===== config.mk =====
export PLATFORM = sky130hd
export DESIGN_NAME = zx_mem_map
export DESIGN_NICKNAME = d
export VERILOG_FILES = /design/src/zx_bus_pkg.sv /design/src/zx_map_pkg.sv /design/src/addr_mapper.sv /design/src/dos_ctrl.sv /design/src/port_decoder.sv /design/src/window_pager.sv /design/src/zx_mem_map.sv
export SDC_FILE = /design/constraint.sdc
export NUM_CORES = 1
export LEC_CHECK = 0
export BUFFER_PORTS_ARGS = -buffer_cell sky130_fd_sc_hd__buf_2
export CORE_UTILIZATION = 55
export DETAILED_ROUTE_END_ITERATION = 6
export PLACE_DENSITY = 0.84
export SETUP_SLACK_MARGIN = 0.3
export SLEW_MARGIN = 20
export SYNTH_ARGS = -nofsm -noshare
export SYNTH_HDL_FRONTEND = slang
export SYNTH_SLANG_ARGS = --single-unit

===== constraint.sdc =====
create_clock -name fclk -period 5.6 [get_ports fclk]
set_clock_uncertainty 0.2 [all_clocks]
set_input_delay 1.12 -clock fclk [delete_from_list [all_inputs] [get_ports fclk]]
set_output_delay 1.12 -clock fclk [all_outputs]
set_load 0.02 [all_outputs]

===== src/zx_bus_pkg.sv =====
package zx_bus_pkg;

	//////////////////////////////////////////////////
	// cpu side bus types
	//////////////////////////////////////////////////

	// z80 address and data
	typedef logic [15:0] zaddr_t;
	typedef logic [7:0]  zdata_t;

	//////////////////////////////////////////////////
	// i/o port addresses
	//////////////////////////////////////////////////

	// beeper and border, decoded on low byte only
	localparam logic [7:0] PORT_FE_LOW = 8'hFE;

	// pentagon paging port, full decode
	localparam zaddr_t PORT_7FFD = 16'h7FFD;

	// atm window page port
	// high address bits pick the window and the ram flag
	localparam logic [7:0] PORT_F7_LOW = 8'hF7;

	// atm pager enable
	localparam logic [7:0] PORT_77_LOW = 8'h77;

	// data bit of port fe that drives the speaker
	localparam int BEEP_BIT = 4;

endpackage


===== src/zx_map_pkg.sv =====
package zx_map_pkg;

	//////////////////////////////////////////////////
	// memory windows
	//////////////////////////////////////////////////

	// four 16k windows over the z80 address space
	localparam int NUM_WIN = 4;

	// window index, from cpu address bits 15:14
	typedef logic [1:0] win_sel_t;

	//////////////////////////////////////////////////
	// physical memory
	//////////////////////////////////////////////////

	typedef logic [7:0]  page_t;
	typedef logic [13:0] waddr_t;

	// page in the upper bits, window offset below
	typedef logic [21:0] phys_addr_t;

	// fixed ram pages of the pentagon layout
	localparam page_t PENT_WIN1_PAGE = 8'd5;
	localparam page_t PENT_WIN2_PAGE = 8'd2;

	// opcode fetches from 3Dxx switch the dos rom in
	localparam logic [7:0] DOS_ENTRY_HIGH = 8'h3D;

endpackage


===== src/addr_mapper.sv =====
`timescale 1ns/1ps

module addr_mapper
(
	input  logic                   fclk,
	input  logic                   rst_n,

	input  logic                   lk_valid,
	input  logic                   lk_rom,
	input  zx_map_pkg::page_t      lk_page,
	input  zx_map_pkg::waddr_t     lk_offset,

	output logic                   map_valid,
	output logic                   map_rom,
	output zx_map_pkg::page_t      map_page,
	output zx_map_pkg::phys_addr_t map_addr
);

	//////////////////////////////////////////////////
	// second pipeline stage
	//////////////////////////////////////////////////

	always_ff @(posedge fclk or negedge rst_n)
	begin
		if (!rst_n)
			map_valid <= 1'b0;
		else
			map_valid <= lk_valid;
	end

	// page on top, 16k offset below
	always_ff @(posedge fclk)
	begin
		if (lk_valid)
		begin
			map_page <= lk_page;
			map_rom  <= lk_rom;
			map_addr <= {lk_page, lk_offset};
		end
	end

	// a result is never produced without a lookup behind it
	a_valid_from_lookup: assert property (
		@(posedge fclk) disable iff (!rst_n)
		map_valid |-> $past(lk_valid)
	);

endmodule


===== src/dos_ctrl.sv =====
`timescale 1ns/1ps

module dos_ctrl
(
	input  logic               fclk,
	input  logic               rst_n,

	input  logic               mem_req,
	input  logic               mem_m1,
	input  zx_bus_pkg::zaddr_t mem_addr,

	input  logic               win0_rom,
	input  logic               rom48,

	output logic               dos
);

	import zx_map_pkg::*;

	logic fetch;
	logic dos_on;
	logic dos_off;

	assign fetch = mem_req && mem_m1;

	// entry only from the 48k basic rom
	assign dos_on  = fetch && (mem_addr[15:8] == DOS_ENTRY_HIGH) && win0_rom && rom48;

	// any fetch above 3FFF leaves dos
	assign dos_off = fetch && (mem_addr[15] || mem_addr[14]);

	always_ff @(posedge fclk or negedge rst_n)
	begin
		if (!rst_n)
			dos <= 1'b0;
		else if (dos_on)
			dos <= 1'b1;
		else if (dos_off)
			dos <= 1'b0;
	end

	a_dos_on_fetch: assert property (
		@(posedge fclk) disable iff (!rst_n)
		!fetch |=> $stable(dos)
	);

endmodule


===== src/port_decoder.sv =====
`timescale 1ns/1ps

module port_decoder
(
	input  logic                 fclk,
	input  logic                 rst_n,

	input  logic                 io_wr,
	input  zx_bus_pkg::zaddr_t   io_addr,
	input  zx_bus_pkg::zdata_t   io_data,

	// 7ffd lock bit from the pager
	input  logic                 lock,

	output logic                 p7ffd_we,
	output logic                 win_we,
	output logic                 win_ram,
	output logic                 pen_we,
	output zx_map_pkg::win_sel_t win_sel,

	output logic                 beep
);

	import zx_bus_pkg::*;

	logic [7:0] addr_low;
	logic       hit_7ffd;
	logic       beep_we;

	assign addr_low = io_addr[7:0];

	// full 16 bit match, ignored once locked
	assign hit_7ffd = (io_addr == PORT_7FFD) && !lock;

	//////////////////////////////////////////////////
	// write strobes, in priority order
	//////////////////////////////////////////////////

	always_comb
	begin
		p7ffd_we = 1'b0;
		win_we   = 1'b0;
		pen_we   = 1'b0;
		beep_we  = 1'b0;

		if (io_wr)
		begin
			if (hit_7ffd)
				p7ffd_we = 1'b1;
			else if (addr_low == PORT_F7_LOW)
				win_we = 1'b1;
			else if (addr_low == PORT_77_LOW)
				pen_we = 1'b1;
			else if (addr_low == PORT_FE_LOW)
				beep_we = 1'b1;
		end
	end

	// window number and rom/ram flag ride on the high address bits
	assign win_sel = io_addr[15:14];
	assign win_ram = io_addr[13];

	//////////////////////////////////////////////////
	// beeper
	//////////////////////////////////////////////////

	always_ff @(posedge fclk or negedge rst_n)
	begin
		if (!rst_n)
			beep <= 1'b0;
		else if (beep_we)
			beep <= io_data[BEEP_BIT];
	end

	// only one register may be written per port access
	a_one_strobe: assert property (
		@(posedge fclk) disable iff (!rst_n)
		$onehot0({p7ffd_we, win_we, pen_we, beep_we})
	);

endmodule


===== src/window_pager.sv =====
`timescale 1ns/1ps

module window_pager
(
	input  logic                 fclk,
	input  logic                 rst_n,

	input  zx_bus_pkg::zdata_t   io_data,
	input  logic                 p7ffd_we,
	input  logic                 win_we,
	input  logic                 win_ram,
	input  logic                 pen_we,
	input  zx_map_pkg::win_sel_t win_sel,

	input  logic                 dos,

	input  logic                 mem_req,
	input  zx_bus_pkg::zaddr_t   mem_addr,

	output logic                 lock,
	output logic                 rom48,
	output logic                 win0_rom,

	output logic                 lk_valid,
	output logic                 lk_rom,
	output zx_map_pkg::page_t    lk_page,
	output zx_map_pkg::waddr_t   lk_offset
);

	import zx_bus_pkg::*;
	import zx_map_pkg::*;

	zdata_t   p7ffd;
	logic     pen;
	page_t    win_page [NUM_WIN];
	logic     win_is_ram [NUM_WIN];

	page_t    pent_page [NUM_WIN];
	win_sel_t req_win;
	page_t    sel_page;
	logic     sel_rom;

	//////////////////////////////////////////////////
	// paging registers
	//////////////////////////////////////////////////

	// lock sits inside 7ffd, writes are blocked upstream once it is set
	always_ff @(posedge fclk or negedge rst_n)
	begin
		if (!rst_n)
		begin
			p7ffd <= '0;
			pen   <= 1'b0;
			for (int i = 0; i < NUM_WIN; i++)
			begin
				win_page[i]   <= '0;
				win_is_ram[i] <= 1'b0;
			end
		end
		else
		begin
			if (p7ffd_we)
				p7ffd <= io_data;
			if (pen_we)
				pen <= io_data[0];
			if (win_we)
			begin
				win_page[win_sel]   <= io_data;
				win_is_ram[win_sel] <= win_ram;
			end
		end
	end

	assign lock  = p7ffd[5];
	assign rom48 = p7ffd[4];

	//////////////////////////////////////////////////
	// window lookup
	//////////////////////////////////////////////////

	// pentagon layout, rom in window 0 and ram elsewhere
	always_comb
	begin
		pent_page[0] = {6'd0, dos, rom48};
		pent_page[1] = PENT_WIN1_PAGE;
		pent_page[2] = PENT_WIN2_PAGE;
		pent_page[3] = {5'd0, p7ffd[2:0]};
	end

	assign req_win  = mem_addr[15:14];
	assign sel_page = pen ? win_page[req_win] : pent_page[req_win];
	assign sel_rom  = pen ? !win_is_ram[req_win] : (req_win == 2'd0);

	// dos logic needs to know if rom is under 0000-3FFF
	assign win0_rom = pen ? !win_is_ram[0] : 1'b1;

	// first pipeline stage
	always_ff @(posedge fclk or negedge rst_n)
	begin
		if (!rst_n)
			lk_valid <= 1'b0;
		else
			lk_valid <= mem_req;
	end

	always_ff @(posedge fclk)
	begin
		if (mem_req)
		begin
			lk_page   <= sel_page;
			lk_rom    <= sel_rom;
			lk_offset <= mem_addr[13:0];
		end
	end

endmodule


===== src/zx_mem_map.sv =====
`timescale 1ns/1ps

module zx_mem_map
(
	input  logic                   fclk,
	input  logic                   rst_n,

	input  logic                   io_wr,
	input  zx_bus_pkg::zaddr_t     io_addr,
	input  zx_bus_pkg::zdata_t     io_data,

	input  logic                   mem_req,
	input  logic                   mem_m1,
	input  zx_bus_pkg::zaddr_t     mem_addr,

	output logic                   map_valid,
	output logic                   map_rom,
	output zx_map_pkg::page_t      map_page,
	output zx_map_pkg::phys_addr_t map_addr,

	output logic                   dos,
	output logic                   beep
);

	import zx_map_pkg::*;

	// port decoder to pager
	logic     p7ffd_we;
	logic     win_we;
	logic     win_ram;
	logic     pen_we;
	win_sel_t win_sel;
	logic     lock;

	// pager to dos logic
	logic     rom48;
	logic     win0_rom;

	// lookup stage
	logic     lk_valid;
	logic     lk_rom;
	page_t    lk_page;
	waddr_t   lk_offset;

	//////////////////////////////////////////////////
	// control
	//////////////////////////////////////////////////

	port_decoder i_port_decoder
	(
		.fclk    (fclk    ),
		.rst_n   (rst_n   ),
		.io_wr   (io_wr   ),
		.io_addr (io_addr ),
		.io_data (io_data ),
		.lock    (lock    ),
		.p7ffd_we(p7ffd_we),
		.win_we  (win_we  ),
		.win_ram (win_ram ),
		.pen_we  (pen_we  ),
		.win_sel (win_sel ),
		.beep    (beep    )
	);

	dos_ctrl i_dos_ctrl
	(
		.fclk    (fclk    ),
		.rst_n   (rst_n   ),
		.mem_req (mem_req ),
		.mem_m1  (mem_m1  ),
		.mem_addr(mem_addr),
		.win0_rom(win0_rom),
		.rom48   (rom48   ),
		.dos     (dos     )
	);

	//////////////////////////////////////////////////
	// mapping pipeline
	//////////////////////////////////////////////////

	window_pager i_window_pager
	(
		.fclk     (fclk     ),
		.rst_n    (rst_n    ),
		.io_data  (io_data  ),
		.p7ffd_we (p7ffd_we ),
		.win_we   (win_we   ),
		.win_ram  (win_ram  ),
		.pen_we   (pen_we   ),
		.win_sel  (win_sel  ),
		.dos      (dos      ),
		.mem_req  (mem_req  ),
		.mem_addr (mem_addr ),
		.lock     (lock     ),
		.rom48    (rom48    ),
		.win0_rom (win0_rom ),
		.lk_valid (lk_valid ),
		.lk_rom   (lk_rom   ),
		.lk_page  (lk_page  ),
		.lk_offset(lk_offset)
	);

	addr_mapper i_addr_mapper
	(
		.fclk     (fclk     ),
		.rst_n    (rst_n    ),
		.lk_valid (lk_valid ),
		.lk_rom   (lk_rom   ),
		.lk_page  (lk_page  ),
		.lk_offset(lk_offset),
		.map_valid(map_valid),
		.map_rom  (map_rom  ),
		.map_page (map_page ),
		.map_addr (map_addr )
	);

endmodule


; Yosys cells after proc, flatten, opt, wreduce, memory -nomap -nowiden
; Cells that the tools add are included.
[totals]
ff_bits = 101
wordCells = 77
output_inout_bits = 34
input_bits = 45
[classes]
n_bitwise = 2
n_eq_ne = 5
magnitude_cmp = 3
muxes = 34
reduce_logical = 13
[op_table]
columns = operator, n
row1 = $mux W8, 6
row2 = $bmux W8 S2, 2
row3 = $bwmux W32, 1
row4 = $mux W1, 21
row5 = $demux W8 S2, 1
row6 = $eq A16 B15 Y1 const B, 1
row7 = $eq A8 B8 Y1 const B, 2
row8 = $eq A8 B6 Y1 const B, 1
row9 = $eq A8 B7 Y1 const B, 1
row10 = $logic_and A1 B1 Y1, 7
row11 = $ge A3 B3 Y1 const B, 2
row12 = $not A2 Y3, 2
row13 = $bwmux W4, 1
row14 = $logic_not A1 Y1, 3
row15 = $lt A3 B1 Y1 const B, 1
row16 = $bmux W1 S2, 1
row17 = $demux W1 S2, 1
row18 = $logic_not A2 Y1, 1
row19 = $reduce_bool A2 Y1, 1
row20 = $logic_or A1 B1 Y1, 1

; Longest topological paths before layout
; Gate-level depths: netlist of run 1.
[depth]
word_depth = 6
depth_mapped = 6
depth_no_buf = 4

; Cells and area by module
; A second synthesis of run 1 with hierarchy kept.
[unflattened]
hier_cells = 210
area_unflattened_um2 = 3631.0
[by_module_without_submodules]
columns = mod, area_per_inst_um2, cells_per_inst, seq_area_each_um2, n_inst
row1 = window_pager, 2643.8, 152, 1766.7, 1
row2 = addr_mapper, 775.7, 32, 715.7, 1
row3 = port_decoder, 148.9, 19, 25.0, 1
row4 = dos_ctrl, 62.6, 7, 25.0, 1

; Worst setup path before layout of run 1
; No wires, ideal clock.
[synth_timing]
path_type = in2reg
start = input mem_addr[14]
end = register i_window_pager.lk_page[1], data pin
setup_ns = 0.266
path_buffers = 2
t_arrival_ns = 2.464
required_ns = 5.134
cell_stages = 5
slack_ns = 2.670
path_cell_list = clkbuf_1 -> clkbuf_1 -> mux4_2 -> nand2_1 -> o21ai_0
[synth_between]
elab_chain_len = 5
elab_cells_between_ends = 8
classes_between = mux: 7 / bitwise: 1
[synth_lines]
columns = element, line
row1 = "start, declared", zx_mem_map.sv:14  ; input zx_bus_pkg::zaddr_t mem_addr,
row2 = $not A2 Y3 (not written as such) *, window_pager.sv:91  ; assign sel_page = pen ? win_page[req_win] : pent_page[req_win];
row3 = $bmux W8 S2, window_pager.sv:91
row4 = $mux W8 (not written as such) (2 in a row), window_pager.sv:91
row5 = $mux W8 *, window_pager.sv:91
row6 = net i_window_pager.sel_page[1], window_pager.sv:40  ; page_t sel_page;
row7 = "end signal, assigned", window_pager.sv:110  ; lk_page <= sel_page;
row8 = "end, declared", window_pager.sv:26  ; output zx_map_pkg::page_t lk_page,
; Mark *: on every way through the listed nets, which the timed path passes. The rest lies on a longest branch. The select of a mux whose other input is x is not followed.
; A chain may end at the register's enable or synchronous reset.

; Final worst setup path of run 1
[layout_timing]
start = input io_addr[3]
end = register i_window_pager.win_page[9] in the netlist's numbering
[layout_between]
elab_chain_len = 4
elab_cells_between_ends = 6
classes_between = eq/ne: 2 / mux: 3 / reduce/logical: 1
[layout_lines]
columns = element, line
row1 = "start, declared", zx_mem_map.sv:9  ; input zx_bus_pkg::zaddr_t io_addr,
row2 = $eq A8 B8 Y1 or $eq A16 B15 Y1 (tied branches), "port_decoder.sv:50, port_decoder.sv:33"
row3 = $mux W1 or $logic_and A1 B1 Y1 (tied branches), "port_decoder.sv:50, port_decoder.sv:33"
row4 = $mux W1 *, port_decoder.sv:48  ; if (hit_7ffd)
row5 = $mux W1 *, port_decoder.sv:46  ; if (io_wr)
row6 = "end signal, assigned by index", window_pager.sv:68  ; win_page[win_sel] <= io_data;
row7 = "end, declared", window_pager.sv:35  ; page_t win_page [NUM_WIN];
; Every way passes the cells marked *; elsewhere a longest branch is shown, timed or not.

==> flow_summary.rst, run 1 <==
.. list-table::
   :header-rows: 1

   * - Metric
     - Value
   * - Floorplan die width
     - 83.4 um
   * - Data arrival time at the worst-slack endpoint
     - 2.78 ns
   * - Violation count after the first detailed-route iteration
     - 48
   * - Maximum number of buffers from clock root to sink
     - 2
   * - Largest net degree at the start of global routing
     - 47
   * - Die outline height
     - 83.4 um
   * - Endpoint class of the critical path
     - flop
   * - Final hold slack
     - 0.226 ns
   * - RSZ-0062 raised after global routing
     - no
   * - TritonCTS clock tree
     - built
   * - Net count, final
     - 327
   * - Synthesized netlist net count
     - 251
   * - Top cell type by total area after synthesis
     - edfxtp_1
   * - Filler Cell Count
     - 454
   * - Overall power of the completed layout
     - 1.27 mW
   * - Tmin final
     - 2.75 ns
   * - Core Box Area
     - 6390 um^2
   * - Residual DRC
     - 0
   * - Worst voltage drop across the vdd grid
     - 0.000224 V
   * - Period utilization
     - 49.0%
   * - Number of antenna violations at the first check in global routing
     - 0
   * - Fraction of the core area covered by cells at the end of the flow
     - 66.5%
   * - Total of warnings raised by yosys
     - 0
   * - Sum of routed wire length over all layers
     - 5.89 mm
   * - Wire length of the first global-routing pass
     - 9.78 mm
   * - Highest fanout seen on the critical path
     - 9
   * - Fraction of synthesized cell area taken by the top area cell type
     - 37.9%
   * - Critical path start-end classification
     - in2reg
   * - Via count of the first global-routing pass
     - 1982
   * - Post-synthesis cell count
     - 206
   * - Sort of element at the start of the critical path
     - primary input
   * - DRT Pass-1 Iters
     - 4
   * - Instance count along the most critical hold path
     - 0
   * - Number of top-level pins
     - 79
   * - Die area
     - 6950 um^2
   * - Grt total ovfl
     - 0
   * - Setup-failing EPs final
     - 0
   * - Flip-flop and latch count after synthesis
     - 92
   * - Number of buffers added by the clock tree synthesis step
     - 9
   * - Number of violations of the max-capacitance limit
     - 0
   * - Lkg Pwr
     - 1.91 nW
   * - Count of unique library cells instantiated by Yosys
     - 32
   * - Clock latency on the worst-skew pair
     - 0.35 ns
   * - Total power per unit cell area
     - 299 nW/um^2
   * - Hold Crit Endpoint
     - i_addr_mapper.map_addr[7]
   * - RR Endpoint
     - i_window_pager.p7ffd[4]
   * - Count of final max-slew check failures
     - 0
   * - Post-Syn Area per Cell
     - 17.7 um^2
   * - Detailed placement HPWL
     - 4.16 mm
   * - Share of synthesized area occupied by flip-flops and latches
     - 69.6%
   * - Count of input and output buffers
     - 78
   * - Cts-stage hold buffer count
     - 0
   * - Final Wtd Congestion
     - 0.722
   * - Antenna Nets Post-Route
     - 0
   * - Normalized max-slew margin
     - 39.3%
   * - Reg-to-reg critical path startpoint
     - i_window_pager.p7ffd[5]
   * - Deepest level of the CTS H-tree
     - 3
   * - Initial core utilization
     - 57.0%
   * - Via density
     - 5.49
   * - Total negative slack
     - 0 ns
   * - Resize count post-CTS
     - 0
   * - Area growth, synth to finish
     - 16.6%
   * - Per-cell routed wire length
     - 16.2 um
   * - Highest achievable clock rate
     - 0.364 GHz
   * - R2R cell count
     - 4
   * - Worst setup slack for register-to-register paths
     - 3.42 ns
   * - Count of standard-cell rows
     - 29
   * - Number of antenna diodes
     - 0
   * - Fraction of layout cells with a size suffix above 1
     - 53.3%
   * - DR vias
     - 1999
   * - Buffer count from post-CTS setup fixing
     - 0
   * - Startpoint of the lowest-slack hold path
     - i_window_pager.lk_offset[7]
   * - Slew at the pin closest to its max-slew limit
     - 0.911 ns
   * - Required time of the worst setup path
     - 5.64 ns
   * - Root cell of the clock tree
     - clkbuf_8
   * - Clk slew on worst S/H paths
     - 0.09 ns
   * - Hold Crit Class
     - reg2reg
   * - Number of endpoints with negative hold slack in the final report
     - 0
   * - Global-route usage over all layers
     - 18.6%
   * - Count of clock tree sinks
     - 92
   * - Outcome
     - complete, no violations
   * - Largest cells by area after synthesis
     - edfxtp_1 (38%), dfrtp_1 (32%), mux2_2 (13%)
   * - Summed instance area of the synthesized netlist
     - 3640 um^2
-- worst max-delay path by stage --
| stage | start | endpoint | slack, ns | depth (start not counted) |
|---|---|---|---|---|
| after floorplan | mem_addr[14] | i_window_pager.lk_page[1] | 2.67 | 5 |
| after global placement | io_addr[3] | i_window_pager.win_page[13] | 2.54 | 5 |
| after detailed placement | io_addr[3] | i_window_pager.win_page[9] | 2.46 | 5 |
| after CTS | io_addr[3] | i_window_pager.win_page[9] | 2.83 | 5 |
| after global routing | io_addr[3] | i_window_pager.win_page[9] | 2.76 | 5 |
| final | io_addr[3] | i_window_pager.win_page[9] | 2.85 | 5 |
-- synth_stat cells, drive strengths merged --
cell      n
and2      5
a21o      2
mux2     42
nand2     9
edfxtp   46
o31ai     1
clkbuf    5
o211ai    1
o311ai    2
o21ai     4
mux2i     3
mux4      7
nor3      2
and4      1
nand4b    1
nand3     5
inv       5
o22a      1
nand4bb   1
nor4      3
buf       8
a2111oi   1
dfrtp    46
or4       1
nor4b     1
or4b      1
nor2      1
a21oi     1
-- metal layers --
metal | up-vias | global-route usage [%] | wire length (um)
met3 | 10 | 3.28 | 309
met4 | 0 | 7.52 | 104
met2 | 82 | 30.0 | 2790
met5 | - | 0 | 0
li1 | 926 | - | -
met1 | 981 | 25.2 | 2680
-- through the flow --
step	setup WS [ns]	instances	area, um^2
after global placement	2.54	348	4050
after detailed placement	2.46	348	4050
after global routing	2.76	364	4240
after floorplan	2.67	206	3640
after CTS	2.83	364	4240
final	2.85	364	4240
-- cell type report --
type	instances	area, um^2	share of cell area (%)
clock buffers	9	124	2.92
well taps	77	96.3	2.27
multi-input cells	96	1010	23.8
clock inverters	7	68.8	1.62
flip-flops and latches	92	2530	59.7
repair buffers	78	393	9.26
inverters	5	18.8	0.442
-- worst max-delay path: stages --
cell and delay (ns):
buf_2 0.09, inv_1 0.11, nand3_1 0.30, nor4b_4 0.74
mux2_2 0.41
-- cell families (layout without fill, tap and decap cells) --
logic type	Yosys count	in the layout	share of synthesized area [%]
compound gates	13	13	2.51
buf+inv	18	99	2.68
flops	92	92	69.6
mux	52	52	18.1
simple gates	31	31	7.11
-- state kept, by name, indices dropped and copies added (netlist names), 4 cells and up --
signal	count
i_window_pager.win_page	32
i_addr_mapper.map_addr	14
i_window_pager.lk_offset	14
i_addr_mapper.map_page	8
i_window_pager.lk_page	8
i_window_pager.p7ffd	5
i_window_pager.win_is_ram	4
-- placed cells by master, fill, tap and decap left out, types with 2 or more instances in the layout --
cell,netlist,routed
clkinv_4,0,4
mux4_2,7,7
edfxtp_1,46,46
clkbuf_8,0,9
nand2_1,9,9
nand3_1,4,4
o21ai_0,4,4
and2_1,5,5
inv_8,0,3
mux2_2,42,42
mux2i_1,3,3
buf_2,0,77
inv_1,4,4
dfrtp_1,46,46
nor4_4,3,3
o311ai_0,2,2
-- power by group --
part / internal (mW) / switching, mW / total (mW)
combinational: 0.0334 / 0.0597 / 0.0931
clock: 0.174 / 0.244 / 0.418
sequential: 0.745 / 0.0128 / 0.757
(Power assumes the default switching activity.)
==> run 2, diff against run 1 <==
- CORE_UTILIZATION: 55 -> 54
- PLACE_DENSITY: 0.84 -> 0.82
- clock period: 5.6 -> 2.8 ns (I/O delays scaled with it)
==> run 2 against run 1 <==
  * The run now ends with design-rule violations left
  * Critical path depth down 1
  * Hold slack worse by 0.037 ns
  * Utilization up 0.56 points
  * Count of clock-buffer cells in the layout up 1
  * Critical path type is now reg2reg
==> flow_summary.rst, run 2 (synthesized netlist as in run 1, its figures left out) <==
.. list-table::
   :header-rows: 1

   * - Metric
     - Value
   * - Net count, final
     - 336
   * - Residual DRC
     - 22
   * - Cell Chain, Critical Path
     - nand4bb_1 -> or4_4 -> nor4_4 -> mux2_2
   * - Grt total ovfl
     - 0
   * - Setup-failing EPs final
     - 0
   * - Global-route usage over all layers
     - 18.4%
   * - Violated checks
     - design-rule violations
   * - Number of top-level pins
     - 79
   * - Maximum number of buffers from clock root to sink
     - 2
   * - Clk slew on worst S/H paths
     - 0.09 ns
   * - Via count of the first global-routing pass
     - 1927
   * - Antenna Nets Post-Route
     - 0
   * - Most common cell after layout, fill and taps aside
     - buf_2
   * - Period utilization
     - 75.6%
   * - Sum of routed wire length over all layers
     - 6.02 mm
   * - Worst voltage drop across the vdd grid
     - 0.000287 V
   * - Clock latency on the worst-skew pair
     - 0.35 ns
   * - Most frequent cells in the layout
     - buf_2 (78), edfxtp_1 (46), dfrtp_1 (46)
   * - Number of flip-flops under the largest register name
     - 32
   * - Overall power of the completed layout
     - 2.52 mW
   * - Instance count along the most critical hold path
     - 1
   * - Slew at the pin closest to its max-slew limit
     - 0.874 ns
   * - Number of violations of the max-capacitance limit
     - 0
   * - Floorplan die width
     - 84.1 um
   * - Number of endpoints with negative hold slack in the final report
     - 0
   * - Violation count after the first detailed-route iteration
     - 86
   * - DRT Pass-1 Iters
     - 6
   * - Total power per unit cell area
     - 585 nW/um^2
   * - Detailed placement HPWL
     - 4.30 mm
   * - Count of input and output buffers
     - 78
   * - Required time of the worst setup path
     - 2.84 ns
   * - Lkg Pwr
     - 1.95 nW
   * - Fin area
     - 4300 um^2
   * - Endpoint class of the critical path
     - flop
   * - Highest fanout seen on the critical path
     - 5
   * - Fraction of layout cells with a size suffix above 1
     - 54.4%
   * - R2R cell count
     - 4
   * - Root cell of the clock tree
     - clkbuf_8
   * - Data arrival time at the worst-slack endpoint
     - 2.15 ns
   * - Sort of element at the start of the critical path
     - flop
   * - Number of antenna diodes
     - 0
   * - Deepest level of the CTS H-tree
     - 3
   * - Highest achievable clock rate
     - 0.473 GHz
   * - Number of antenna violations at the first check in global routing
     - 0
   * - Largest net degree at the start of global routing
     - 26
   * - Number of buffers added by the clock tree synthesis step
     - 9
   * - Outcome
     - finished, violations left
   * - Filler Cell Count
     - 471
   * - Final Wtd Congestion
     - 0.749
   * - Biggest register
     - i_window_pager.win_page
   * - Cell type of the slowest stage on the worst timing path
     - or4_4
   * - Critical path start-end classification
     - reg2reg
   * - Count of standard-cell rows
     - 29
   * - Area growth, synth to finish
     - 18.2%
   * - Tmin final
     - 2.12 ns
   * - RSZ-0062 raised after global routing
     - no
   * - Per-cell routed wire length
     - 16.2 um
   * - Core Box Area
     - 6420 um^2
   * - Post-DP Area
     - 4110 um^2
   * - Via density
     - 5.39
   * - DR vias
     - 2010
   * - Initial core utilization
     - 56.7%
   * - Worst setup slack for register-to-register paths
     - 0.68 ns
   * - Normalized max-slew margin
     - 41.7%
   * - Wire length of the first global-routing pass
     - 9.64 mm
   * - Die outline height
     - 84.1 um
   * - TritonCTS clock tree
     - built
   * - RR Endpoint
     - i_window_pager.p7ffd[1]
   * - Count of final max-slew check failures
     - 0
   * - Total negative slack
     - 0 ns
   * - Startpoint of the lowest-slack hold path
     - mem_addr[1]
   * - Hold Crit Endpoint
     - i_window_pager.lk_offset[1]
   * - Die area
     - 7080 um^2
   * - Largest registers
     - i_window_pager.win_page: 32 flops, i_addr_mapper.map_addr: 14 flops, i_window_pager.lk_offset: 14 flops
   * - Count of clock tree sinks
     - 92
   * - Largest incremental delay on the critical path
     - 0.50 ns
   * - Total placed cells including tap cells
     - 356
   * - Hold Crit Class
     - in2reg
   * - Final std cells w/o fill
     - 373
   * - Reg-to-reg critical path startpoint
     - i_window_pager.p7ffd[5]
-- run 2: cell count changes in the layout (fill, tap and decap cells not counted), moves of 2 or more --
cell	before	now
buf_4	1	8
clkinv_4	4	2
inv_6	0	2
inv_8	3	0
-- run 2: final cells by class --
cell class / count / area (um^2) / area share (%)
Multi-Input combinational cell: 96 / 1010 / 23.5
Timing Repair Buffer: 87 / 460 / 10.7
Clock inverter: 6 / 47.5 / 1.10
Clock buffer: 10 / 138 / 3.20
Inverter: 5 / 18.8 / 0.436
Tap cell: 77 / 96.3 / 2.24
Sequential cell: 92 / 2530 / 58.8
-- run 2: power breakdown --
part / internal [mW] / switching (mW)
Combinational: 0.0708 / 0.122
Clock: 0.355 / 0.457
Sequential: 1.49 / 0.0254
Total: 1.91 / 0.604
-- run 2: per-stage QoR --
step	utilization (%)	hold slack, ns	worst slack [ns]
3_5_place_dp	64.0	0.205	0.349
6_report	67.0	0.189	0.684
2_1_floorplan	-	0.0644	0.430
4_1_cts	67.0	0.176	0.653
3_3_place_gp	64.0	0.201	0.409
5_1_grt	67.0	0.172	0.572
-- run 2: per-layer routing --
layer,GRT usage [%],wire (um)
met1,25.4,2740
met2,28.1,2790
met3,3.96,375
met4,8.93,123
met5,0,0
-- run 2: repair_timing --
action / in CTS / in global routing
hold endpoints to repair: 29 / 0
buffers inserted: 0 / 0
gates resized for setup: 0 / 0
hold buffers: 1 / 0
-- run 2: worst max path at each step --
stage	from	endpoint	slack, ns	depth (start not counted)
after floorplan	mem_addr[14]	i_window_pager.lk_page[1]	0.43	5
after global placement	io_addr[1]	i_window_pager.p7ffd[0]	0.41	5
after detailed placement	io_addr[1]	i_window_pager.p7ffd[1]	0.35	5
after CTS	i_window_pager.p7ffd[5]	i_window_pager.p7ffd[1]	0.65	4
after global routing	i_window_pager.p7ffd[5]	i_window_pager.p7ffd[4]	0.57	4
final	i_window_pager.p7ffd[5]	i_window_pager.p7ffd[1]	0.68	4
-- run 2: worst max-delay path: cells and delay by family (launching register included) --
kind             cells  cell delay [ns]
muxes                1             0.38
DFF                  1             0.38
and+or+nand+nor      3             1.05
